==> config.mk <==
export PLATFORM = sky130hd
export DESIGN_NAME = bus_arbiter
export DESIGN_NICKNAME = d
export VERILOG_FILES = /design/src/hw/icache_pkg.sv /design/src/hw/bus_arbiter.sv
export SDC_FILE = /design/constraint.sdc
export NUM_CORES = 1
export LEC_CHECK = 0
export BUFFER_PORTS_ARGS = -buffer_cell sky130_fd_sc_hd__buf_4
export CAP_MARGIN = 10
export CORE_AREA = 2 2 67 69
export CTS_CLUSTER_DIAMETER = 40
export DETAILED_ROUTE_END_ITERATION = 16
export DIE_AREA = 0 0 69 71
export GPL_TIMING_DRIVEN = 0
export PLACE_DENSITY = 0.8
export SYNTH_ARGS = -nofsm -noshare
export SYNTH_HDL_FRONTEND = slang
export SYNTH_SLANG_ARGS = --single-unit
==> constraint.sdc <==
create_clock -name clk -period 1.2 [get_ports clk]
set_input_delay 0 -clock clk [delete_from_list [all_inputs] [get_ports clk]]
set_output_delay 0 -clock clk [all_outputs]
set_load 0.01 [all_outputs]
==> src/hw/icache_pkg.sv <==
package icache_pkg;

	// address and data widths
	localparam int addr_w = 32;
	localparam int data_w = 32;

	// address split: [31 tag 10] [9 line 6] [5 word 2] [1 byte 0]
	localparam int tag_w = 22;
	localparam int index_w = 4;
	localparam int word_sel_w = 4;
	localparam int byte_sel_w = 2;

	// cache geometry
	localparam int num_lines = 16;
	localparam int words_per_line = 16;

	// backing RAM, 1024 words, wraps modulo 4 KiB
	localparam int ram_words_log2 = 10;
	localparam int ram_words = 1 << ram_words_log2;
	localparam int wait_states = 1;	// idle cycles before each bus_ready

	typedef logic [addr_w-1:0] addr_t;
	typedef logic [data_w-1:0] word_t;
	typedef logic [tag_w-1:0] tag_t;
	typedef logic [index_w-1:0] line_idx_t;
	typedef logic [word_sel_w-1:0] word_idx_t;

	// line fill sequencer
	typedef enum logic {
		fill_idle,
		fill_busy
	} fill_state_t;

	// who holds the shared bus
	typedef enum logic [1:0] {
		owner_none,
		owner_data,
		owner_cache
	} bus_owner_t;

endpackage
==> src/hw/bus_arbiter.sv <==
`timescale 1ns/10ps

module bus_arbiter (
	input  logic              clk,
	input  logic              rst,
	// data port master
	input  logic              dp_req,
	input  logic              dp_wr,
	input  icache_pkg::addr_t dp_addr,
	input  icache_pkg::word_t dp_wdata,
	output logic              dp_ack,
	output logic              dp_ready,
	// cache master, read only
	input  logic              ic_req,
	input  logic              ic_rd,
	input  icache_pkg::addr_t ic_addr,
	output logic              ic_ack,
	output logic              ic_ready,
	// RAM slave
	output logic              ram_rd,
	output logic              ram_wr,
	output icache_pkg::addr_t ram_addr,
	output icache_pkg::word_t ram_wdata,
	input  logic              ram_ready
);
	import icache_pkg::*;

	bus_owner_t owner;
	bus_owner_t owner_next;

	// fixed priority, data port first; an owner keeps the bus while it requests
	always_comb begin
		owner_next = owner;
		case (owner)
			owner_data: begin
				if (!dp_req)
					owner_next = ic_req ? owner_cache : owner_none;
			end
			owner_cache: begin
				if (!ic_req)
					owner_next = dp_req ? owner_data : owner_none;
			end
			default: begin
				if (dp_req)
					owner_next = owner_data;
				else if (ic_req)
					owner_next = owner_cache;
				else
					owner_next = owner_none;
			end
		endcase
	end

	always_ff @(posedge clk) begin
		if (rst)
			owner <= owner_none;
		else
			owner <= owner_next;
	end

	assign dp_ack = (owner == owner_data);
	assign ic_ack = (owner == owner_cache);

	// ready only reaches the granted master
	assign dp_ready = dp_ack && ram_ready;
	assign ic_ready = ic_ack && ram_ready;

	// only the data port ever writes
	assign ram_wdata = dp_wdata;
	assign ram_addr = ic_ack ? ic_addr : dp_addr;
	assign ram_rd = (dp_ack && dp_req && !dp_wr) || (ic_ack && ic_rd);
	assign ram_wr = dp_ack && dp_req && dp_wr;

endmodule

==> metrics.txt, run 1 <==
Total Routed Length 3.772 mm; Syn. warnings 0; Layout area overhead 181.6%; routability cong. 0.7265; root buffer cell clkbuf_8; Layout Nets 350; Synth Flop Type dfxtp_1; RSZ-0062 raised after global routing yes; Hold Startpoint dp_req; Switching Fraction 29.08%; critical path capture point type output port; #FFs+latches synth 2; CP required 1.20 ns; Routed Antenna Nets 0; Worst Hold Class input port to flip-flop; HPWL after detailed placement 2.999 mm; DR DRC count 0; # Max-Cap Violations 0; Via Count 1,205; Reg area 45.04 sq um; worst-skew pair later-pin latency 0.21 ns; EDFF count, synth 0; measured slew at the worst slew-check pin 0.1561 ns; P_int 0.9397 mW; Slew Limit Fails 0; Syn Nets 199; Psw 0.3854 mW; post-layout min period 1.437 ns; maximum VDD drop 0.3831 mV; die height 71 um; commonest non-fill, non-tap cell in the layout buf_4; register share of total power 5.9%; Initial Utilization 19.58%; sequential share of the synthesized area 4.863%; Clock Pin Slew Worst Setup and Hold Paths 0.03 ns; Cells after Synth 93; final instance area 2318 sq um; dpl cell area 1953 sq um; Reg with most FFs owner; synth unique cells 15; vias in the first global route 1,174; worst reg-to-reg path cell count 7; Data arrival, critical path 1.44 ns; die width 69 um; CTS tree yes; Initial DRC Count 33; via density per instance 4.099; antenna cell count 0; Regs by FF count owner x2; Core ar. 4204 sq um; Avg WL per Cell 12.83 um; share of the synthesized area in the top cell type 43.77%; Setup TNS -7.645 ns; Final setup viols 36; cell area after synthesis 823.3 sq um; first-pass GRT wire length 5.720 mm; # H-tree levels 1; Min-Delay Path Depth 3; reg2reg start owner[0]; total die area 4899 sq um; P_leak 1.227 nW; fraction of layout cells with a size suffix above 1 94.63%; Final Core Density 55.15%; violated checks setup timing; Critical path origin owner[0]; critical path startpoint category flip-flop; CP max FO 6; Rel. slew slack 89.59%; leading cell types in the layout, fill and taps excluded buf_4 (151), buf_6 (24), mux2_4 (22); Post-synth ARST share 0%; Final Hold Slack 0.07870 ns; CTS buffer count 3; I/O pins 173; FILL cells 379; TritonCTS Sinks 2; clk_skew 0.001719 ns; Core Rows 24; DRT Pass-1 Iters 2; I/O Buffers 140; final hold vios 0; placed cells 285; period utilization 119.8%; crit path kind flip-flop to output port; PD cells 571.5 nW/um^2; clock buffer depth 2; Worst Slack Setup Final -0.2373 ns; run status complete, but fails checks; gr ovfl total 0; cell taking the most area after synthesis mux2_2; Overall Global Routing Usage 14.36%; Post-Syn Area per Cell 8.853 sq um; largest net degree at the start of global routing 11; share of power burned in combinational logic 74.1%; Clock Power Share 19.9%; max reg flops 2; highest achievable clock rate 695.7 MHz; initial antenna violation count 0; area occupied by multi-input gates 630.6 sq um; Post-Layout Cell Count 294; synth top area cells mux2_2 (44%), buf_4 (29%), dfxtp_1 (4.9%)
==> per-stage QoR <==
| stage | power (mW) | setup slack (ns) |
|---|---|---|
| after floorplan | 0.4432 | 0.001268 |
| after global placement | 0.8736 | -0.1607 |
| final | 1.325 | -0.2373 |
| after CTS | 1.332 | -0.2388 |
| after detailed placement | 0.8847 | -0.1693 |
| after global routing | 1.409 | -0.2748 |
==> cells in the mapped netlist (2+ instances only) <==
cell and number:
buf_4 32, a21oi_1 2, mux2_2 32, nand2_1 5, buf_6 3, ha_1 3, inv_1 4, dfxtp_1 2
nor2b_1 2, and2_1 2, o2111ai_1 2
==> power by group through the flow <==
stage,registers (mW),logic (mW),clock network (mW)
after floorplan,0.0798,0.363,0
after global placement,0.0813,0.792,0
after detailed placement,0.0814,0.803,0
after CTS,0.0796,0.976,0.276
after global routing,0.0794,1.04,0.290
final,0.0788,0.982,0.264
==> worst max-delay path, cell delays in order (launching register included) <==
cell,delay (ns)
dfxtp_2,0.32
inv_2,0.04
ha_4,0.16
buf_12,0.14
buf_8,0.13
mux2_4,0.30
buf_6,0.12
==> layer usage <==
metal	vias up	routed length (um)	GRT usage [%]
met2	94	1887	24.89
li1	584	-	-
met4	0	0	1.961
met1	527	1518	18.15
met3	0	366	4.131
met5	-	0	0
==> final timing paths <==
check                       to  slack [ns]
setup / recovery  ram_addr[23]       -0.24
hold / removal        owner[0]        0.08
setup reg to reg      owner[0]       -0.10
hold reg to reg       owner[1]        0.49
==> cell type report <==
cell class	instances	area share (%)
repair buffers	146	52.78
multi-input cells	51	27.20
plain buffers	36	12.84
well taps	52	2.806
flip-flops and latches	2	1.943
clock buffers	3	1.781
inverters	4	0.6476
==> timing repair <==
item | 4_1_cts | 5_1_grt
cloned | 1 | 0
endpoints found under the hold margin | 2 | 0
hold buffers | 1 | 0
setup buffers | 4 | 1
gates resized for setup | 65 | 6
pin swaps | 5 | 2
setup endpoints to repair | 37 | 37
==> kinds of logic after synthesis <==
kind of cell | Yosys count | share of synthesized area [%]
simple gates | 10 | 6.079
flops | 2 | 4.863
mux | 32 | 43.77
compound gates | 6 | 5.015
fa+ha+maj | 3 | 4.560
buf+inv | 40 | 35.71
Power figures use the tool's default switching activity.
==> run 2, diff against run 1 <==
PLACE_DENSITY = 0.77   (was 0.8)
clock period = 1.8 ns   (was 1.2 ns; I/O delays follow)
==> run 2 against run 1 <==
Net effect:
- the run now ends clean
- die area unchanged
- combinational power shrank 47%
- power down 43%
- register-to-register slack better by 0.52 ns
- clock skew is 0.0023 ns higher
- non-clock buffer count shrank 5
- final cell count is 1.7% lower
- sequential power fell by 33%
- largest power group unchanged
==> metrics.txt, run 2 (synthesized netlist as in run 1, its figures left out) <==
Initial DRC Count 9 (was 33); largest net degree at the start of global routing 11 (unchanged); clock buffer depth 2 (unchanged); DR DRC count 0 (unchanged); run status finished clean (was complete, but fails checks); CP max FO 10 (was 6); Initial Utilization 19.58% (unchanged); Regs by FF count owner x2 (unchanged); die width 69 um (unchanged); most used cell, CP buf_6; CP required 1.80 ns (was 1.20 ns); Reg with most FFs owner (unchanged); highest achievable clock rate 616.5 MHz; Worst Hold Class input port to flip-flop (unchanged); HPWL after detailed placement 3.082 mm (was 2.999 mm); critical path capture point type output port (unchanged); gr ovfl total 0 (unchanged); root buffer cell clkbuf_8 (unchanged); period utilization 90.11%; I/O pins 173 (unchanged); P_leak 1.067 nW (was 1.227 nW); Core ar. 4204 sq um (unchanged); Buf/Inv on CP 4 (unchanged); Post-Layout Cell Count 289 (was 294); Rel. slew slack 85.28% (was 89.59%); CP top delay family buffers and inverters (unchanged); Final setup viols 0 (was 36); DRT Pass-1 Iters 2 (unchanged); fraction of layout cells with a size suffix above 1 89.03% (was 94.63%); # Max-Cap Violations 0 (unchanged); CTS tree yes (unchanged); Via Count 1,167 (was 1,205); I/O Buffers 140 (unchanged); Layout Nets 345 (was 350); FILL cells 420 (was 379); uppermost routed layer met4 (was met3); Layout area overhead 141.8% (was 181.6%); Clock Pin Slew Worst Setup and Hold Paths 0.03 ns (about the same); # Post-CTS Setup Buffers 0 (was 4); via density per instance 4.038 (was 4.099); routability cong. 0.7349 (was 0.7265); Overall Global Routing Usage 12.96% (was 14.36%); antenna cell count 0 (unchanged); final hold vios 0 (unchanged); Total Routed Length 3.497 mm (was 3.772 mm); maximum VDD drop 0.1502 mV (was 0.3831 mV); crit path kind flip-flop to output port (unchanged); first-pass GRT wire length 5.250 mm (was 5.720 mm); commonest non-fill, non-tap cell in the layout buf_4 (unchanged); crit-path cells inv_1 > ha_1 > buf_6 > buf_6 > mux2_2 > buf_4 (was inv_2 > ha_4 > buf_12 > buf_8 > mux2_4 > buf_6); Slew Limit Fails 0 (unchanged); Crit-path slowest cell mux2_2 (was dfxtp_2); Routed Antenna Nets 0 (unchanged); die height 71 um (unchanged); total die area 4899 sq um (unchanged); met2 routed WL 1.903 mm (was 1.887 mm); max reg flops 2 (unchanged); RSZ-0062 raised after global routing no (was yes); CTS resizes 0 (was 65); PD cells 381.3 nW/um^2 (was 571.5 nW/um^2); # H-tree levels 1 (unchanged); placed cells 285 (unchanged); TritonCTS Sinks 2 (unchanged); initial antenna violation count 0 (unchanged); vias in the first global route 1,138 (was 1,174); worst-skew pair later-pin latency 0.22 ns (was 0.21 ns); Data arrival, critical path 1.62 ns (was 1.44 ns); routed wl met3 436 um (was 366 um); Core Rows 24 (unchanged); critical path startpoint category flip-flop (unchanged); post-layout min period 1.622 ns; Avg WL per Cell 12.10 um (was 12.83 um); slowest stage delay, CP 0.35 ns (was 0.32 ns); CTS buffer count 3 (unchanged); leading cell types in the layout, fill and taps excluded buf_4 (172), mux2_2 (32), nand2_1 (5) (was buf_4 (151), buf_6 (24), mux2_4 (22)); Setup TNS 0 ns (was -7.645 ns); measured slew at the worst slew-check pin 0.2208 ns (was 0.1561 ns); met1 WL 1.127 mm (was 1.518 mm); clk_skew 0.003983 ns (was 0.001719 ns)
==> run 2: cell count changes in the layout (fill, tap and decap cells not counted), moves of 4 or more <==
cell    change
mux2_2     +22
mux2_4     -22
buf_4      +21
buf_6      -21
buf_8       -4
==> run 2: path summary, 6_finish.rpt <==
kind                  from           end  slack (ns)  cells after the start
hold reg to reg   owner[1]      owner[1]        0.48                      2
setup / recovery  owner[0]  ram_addr[26]        0.18                      6
hold / removal      dp_req      owner[0]        0.10                      3
setup reg to reg  owner[0]      owner[0]        0.42                      6
==> run 2: layout make-up <==
cell class                 count  area, sq um  share of cell area, %
buffer                        36        279.0                  14.02
timing repair buffer         141         1061                  53.30
clock buffer                   3        41.29                  2.074
inverter                       4        15.01                 0.7542
multi-input combinational     51        489.2                  24.58
tap                           52        65.06                  3.268
sequential                     2        40.04                  2.011
==> run 2: per-stage QoR <==
stage               hold WS [ns]  setup slack, ns  utilization, %  cell area, sq um  power, mW
floorplan                0.06907           0.4970               -             823.3     0.2897
global placement          0.1680           0.4017           46.13              1939     0.5746
detailed placement        0.1728           0.3713           46.13              1939     0.5827
CTS                      0.08614           0.1410           47.35              1991     0.7766
global route              0.1178          0.08813           47.35              1991     0.8110
finish                    0.1013           0.1780           47.35              1991     0.7590
==> run 2: power by group <==
part | switching [mW] | internal, mW
combinational | 0.179 | 0.346
clock | 0.0395 | 0.142
sequential | 0.00390 | 0.0487
total | 0.223 | 0.536
==> run 2: metal layers <==
metal / vias up / track usage [%]
met5: - / 0
li1: 575 / -
met3: 3 / 3.276
met4: 0 / 3.922
met1: 496 / 14.55
met2: 93 / 24.04
==> run 2: timing repair <==
action | in CTS | in global routing
setup endpoints to repair | 0 | 0
hold buffers | 1 | 0
hold endpoints to repair | 2 | 0
==> run 2: worst min-delay path, delay by kind of cell <==
kind,cells,cell delay [ns]
compound gates,2,0.13
buf+inv,1,0.13
==> run 3, diff against run 2 <==
GPL_TIMING_DRIVEN = not set   (was 0)
==> run 3 against run 2 <==
Net effect:
- sequential share of layout area is 0.67 points higher
- count of clock-buffer cells in the layout stayed put
- sequential power is essentially flat
- wire length shrank 21%
- worst hold slack worse by 0.10 ns
- flip-flop and latch count unchanged
- final cell count is 23% lower
- non-clock buffer count decreased by 67
- largest cell class unchanged
- largest power group unchanged
==> metrics.txt, run 3 (synthesized netlist as in run 1, its figures left out) <==
Routed Antenna Nets 0 (unchanged); CP max FO 29 (was 10); Power, Total 0.6229 mW (was 0.7590 mW); # Max-Cap Violations 0 (unchanged); final hold vios 0 (unchanged); Data arrival, critical path 1.69 ns (was 1.62 ns); measured slew at the worst slew-check pin 0.2742 ns (was 0.2208 ns); maximum VDD drop 0.1286 mV (was 0.1502 mV); Post-Layout Cell Count 222 (was 289); Initial DRC Count 11 (was 9); largest net degree at the start of global routing 30 (was 11); max reg flops 2 (unchanged); dpl cell area 1443 sq um (was 1939 sq um); critical path capture point type output port (unchanged); PD cells 416.9 nW/um^2 (was 381.3 nW/um^2); Switching Fraction 28.29% (was 29.36%); Overall Global Routing Usage 10.67% (was 12.96%); TritonCTS Sinks 2 (unchanged); CTS resizes 0 (unchanged); Layout Nets 278 (was 345); Worst Slack Setup Final 0.1100 ns (was 0.1780 ns); Core Rows 24 (unchanged); highest achievable clock rate 591.7 MHz (was 616.5 MHz); antenna cell count 0 (unchanged); Initial Utilization 19.58% (unchanged); Avg WL per Cell 12.52 um (was 12.10 um); I/O Buffers 108 (was 140); vias in the first global route 957 (was 1,138); commonest non-fill, non-tap cell in the layout buf_4 (unchanged); Rel. slew slack 81.72% (was 85.28%); DR DRC count 0 (unchanged); die width 69 um (unchanged); total die area 4899 sq um (unchanged); CP required 1.80 ns (about the same); period utilization 93.89% (was 90.11%); CTS buffer count 3 (unchanged); Reg with most FFs owner (unchanged); RSZ-0062 raised after global routing no (unchanged); I/O pins 173 (unchanged); Via Count 956 (was 1,167); fraction of layout cells with a size suffix above 1 85.29% (was 89.03%); routability cong. 0.7641 (was 0.7349); critical path startpoint category flip-flop (unchanged); DRT Pass-1 Iters 3 (was 2); final instance area 1494 sq um (was 1991 sq um); # Post-CTS Setup Buffers 0 (unchanged); leading cell types in the layout, fill and taps excluded buf_4 (108), mux2_2 (32), nand2_1 (5) (was buf_4 (172), mux2_2 (32), nand2_1 (5)); worst-skew pair later-pin latency 0.21 ns (was 0.22 ns); P_int 0.4467 mW (was 0.5362 mW); dpl ws 0.3099 ns (was 0.3713 ns); Worst Hold Class input port to output port (was input port to flip-flop); Regs by FF count owner x2 (unchanged); CTS tree yes (unchanged); first-pass GRT wire length 4.319 mm (was 5.250 mm); Slew Limit Fails 0 (unchanged); HPWL after detailed placement 2.377 mm (was 3.082 mm); Total Routed Length 2.780 mm (was 3.497 mm); register share of total power 8.5% (was 6.9%); gr ovfl total 0 (unchanged); root buffer cell clkbuf_8 (unchanged); P_leak 0.7422 nW (was 1.067 nW); clk_skew 0.0008634 ns (was 0.003983 ns); via density per instance 4.306 (was 4.038); initial antenna violation count 0 (unchanged); Core ar. 4204 sq um (unchanged); placed cells 218 (was 285); clock buffer depth 2 (unchanged); Setup TNS 0 ns (unchanged); Layout area overhead 81.46% (was 141.8%); crit path kind flip-flop to output port (unchanged); # H-tree levels 1 (unchanged); Psw 0.1762 mW (was 0.2228 mW); run status finished clean (unchanged); post-layout min period 1.690 ns (was 1.622 ns); Clock Power Share 28.5% (was 23.9%); share of power burned in combinational logic 63.1% (was 69.2%); internal reg-to-reg setup slack 0.51 ns (was 0.42 ns); Final setup viols 0 (unchanged); die height 71 um (unchanged); Clock Pin Slew Worst Setup and Hold Paths 0.03 ns (about the same)
## run 3: final timing paths
kind                startpoint             to  cells after the start
setup / recovery      owner[0]    ram_addr[3]                      5
hold / removal    dp_wdata[11]  ram_wdata[11]                      0
setup reg to reg      owner[0]       owner[1]                      5
hold reg to reg       owner[1]       owner[1]                      2
## run 3: per-layer routing
layer | wire length (um) | vias to the layer above | GRT usage (%) | part of all wire (%)
met3 | 385 | 10 | 4.131 | 14
met5 | 0 | - | 0 | 0
met2 | 1439 | 80 | 20.51 | 52
met1 | 915 | 427 | 10.63 | 33
li1 | - | 439 | - | -
met4 | 40 | 0 | 3.050 | 1.4
## run 3: final cells by class
| type | instances | area [sq um] |
|---|---|---|
| fillers | 421 | 2710 |
| repair buffers | 110 | 840.8 |
| multi-input cells | 51 | 491.7 |
| well taps | 52 | 65.06 |
| clock buffers | 3 | 41.29 |
| flip-flops and latches | 2 | 40.04 |
| inverters | 4 | 15.01 |
## run 3: power by group through the flow
stage / registers [mW] / logic [mW] / clock network (mW)
after detailed placement: 0.0531 / 0.397 / 0
after global placement: 0.0527 / 0.392 / 0
after CTS: 0.0526 / 0.400 / 0.179
final: 0.0526 / 0.393 / 0.177
after global routing: 0.0530 / 0.424 / 0.183
after floorplan: 0.0521 / 0.238 / 0
## run 3: worst max-delay path, cell delays in order (launching register included)
cell	delay [ns]
dfxtp_1	0.33
inv_1	0.07
ha_2	0.34
buf_12	0.23
mux2_2	0.35
buf_4	0.15
## run 3: timing repair
item | CTS | global route
hold buffers | 1 | 0
endpoints found under the hold margin | 2 | 0
endpoints found under the setup margin | 0 | 0
## run 3: per-stage QoR
step | utilization, % | hold slack, ns
floorplan | - | 0.06907
global placement | 34.32 | 0.00006862
detailed placement | 34.32 | 0.00006862
CTS | 35.54 | 0.00006862
global route | 35.54 | 0.00001666
finish | 35.54 | 0.000003911
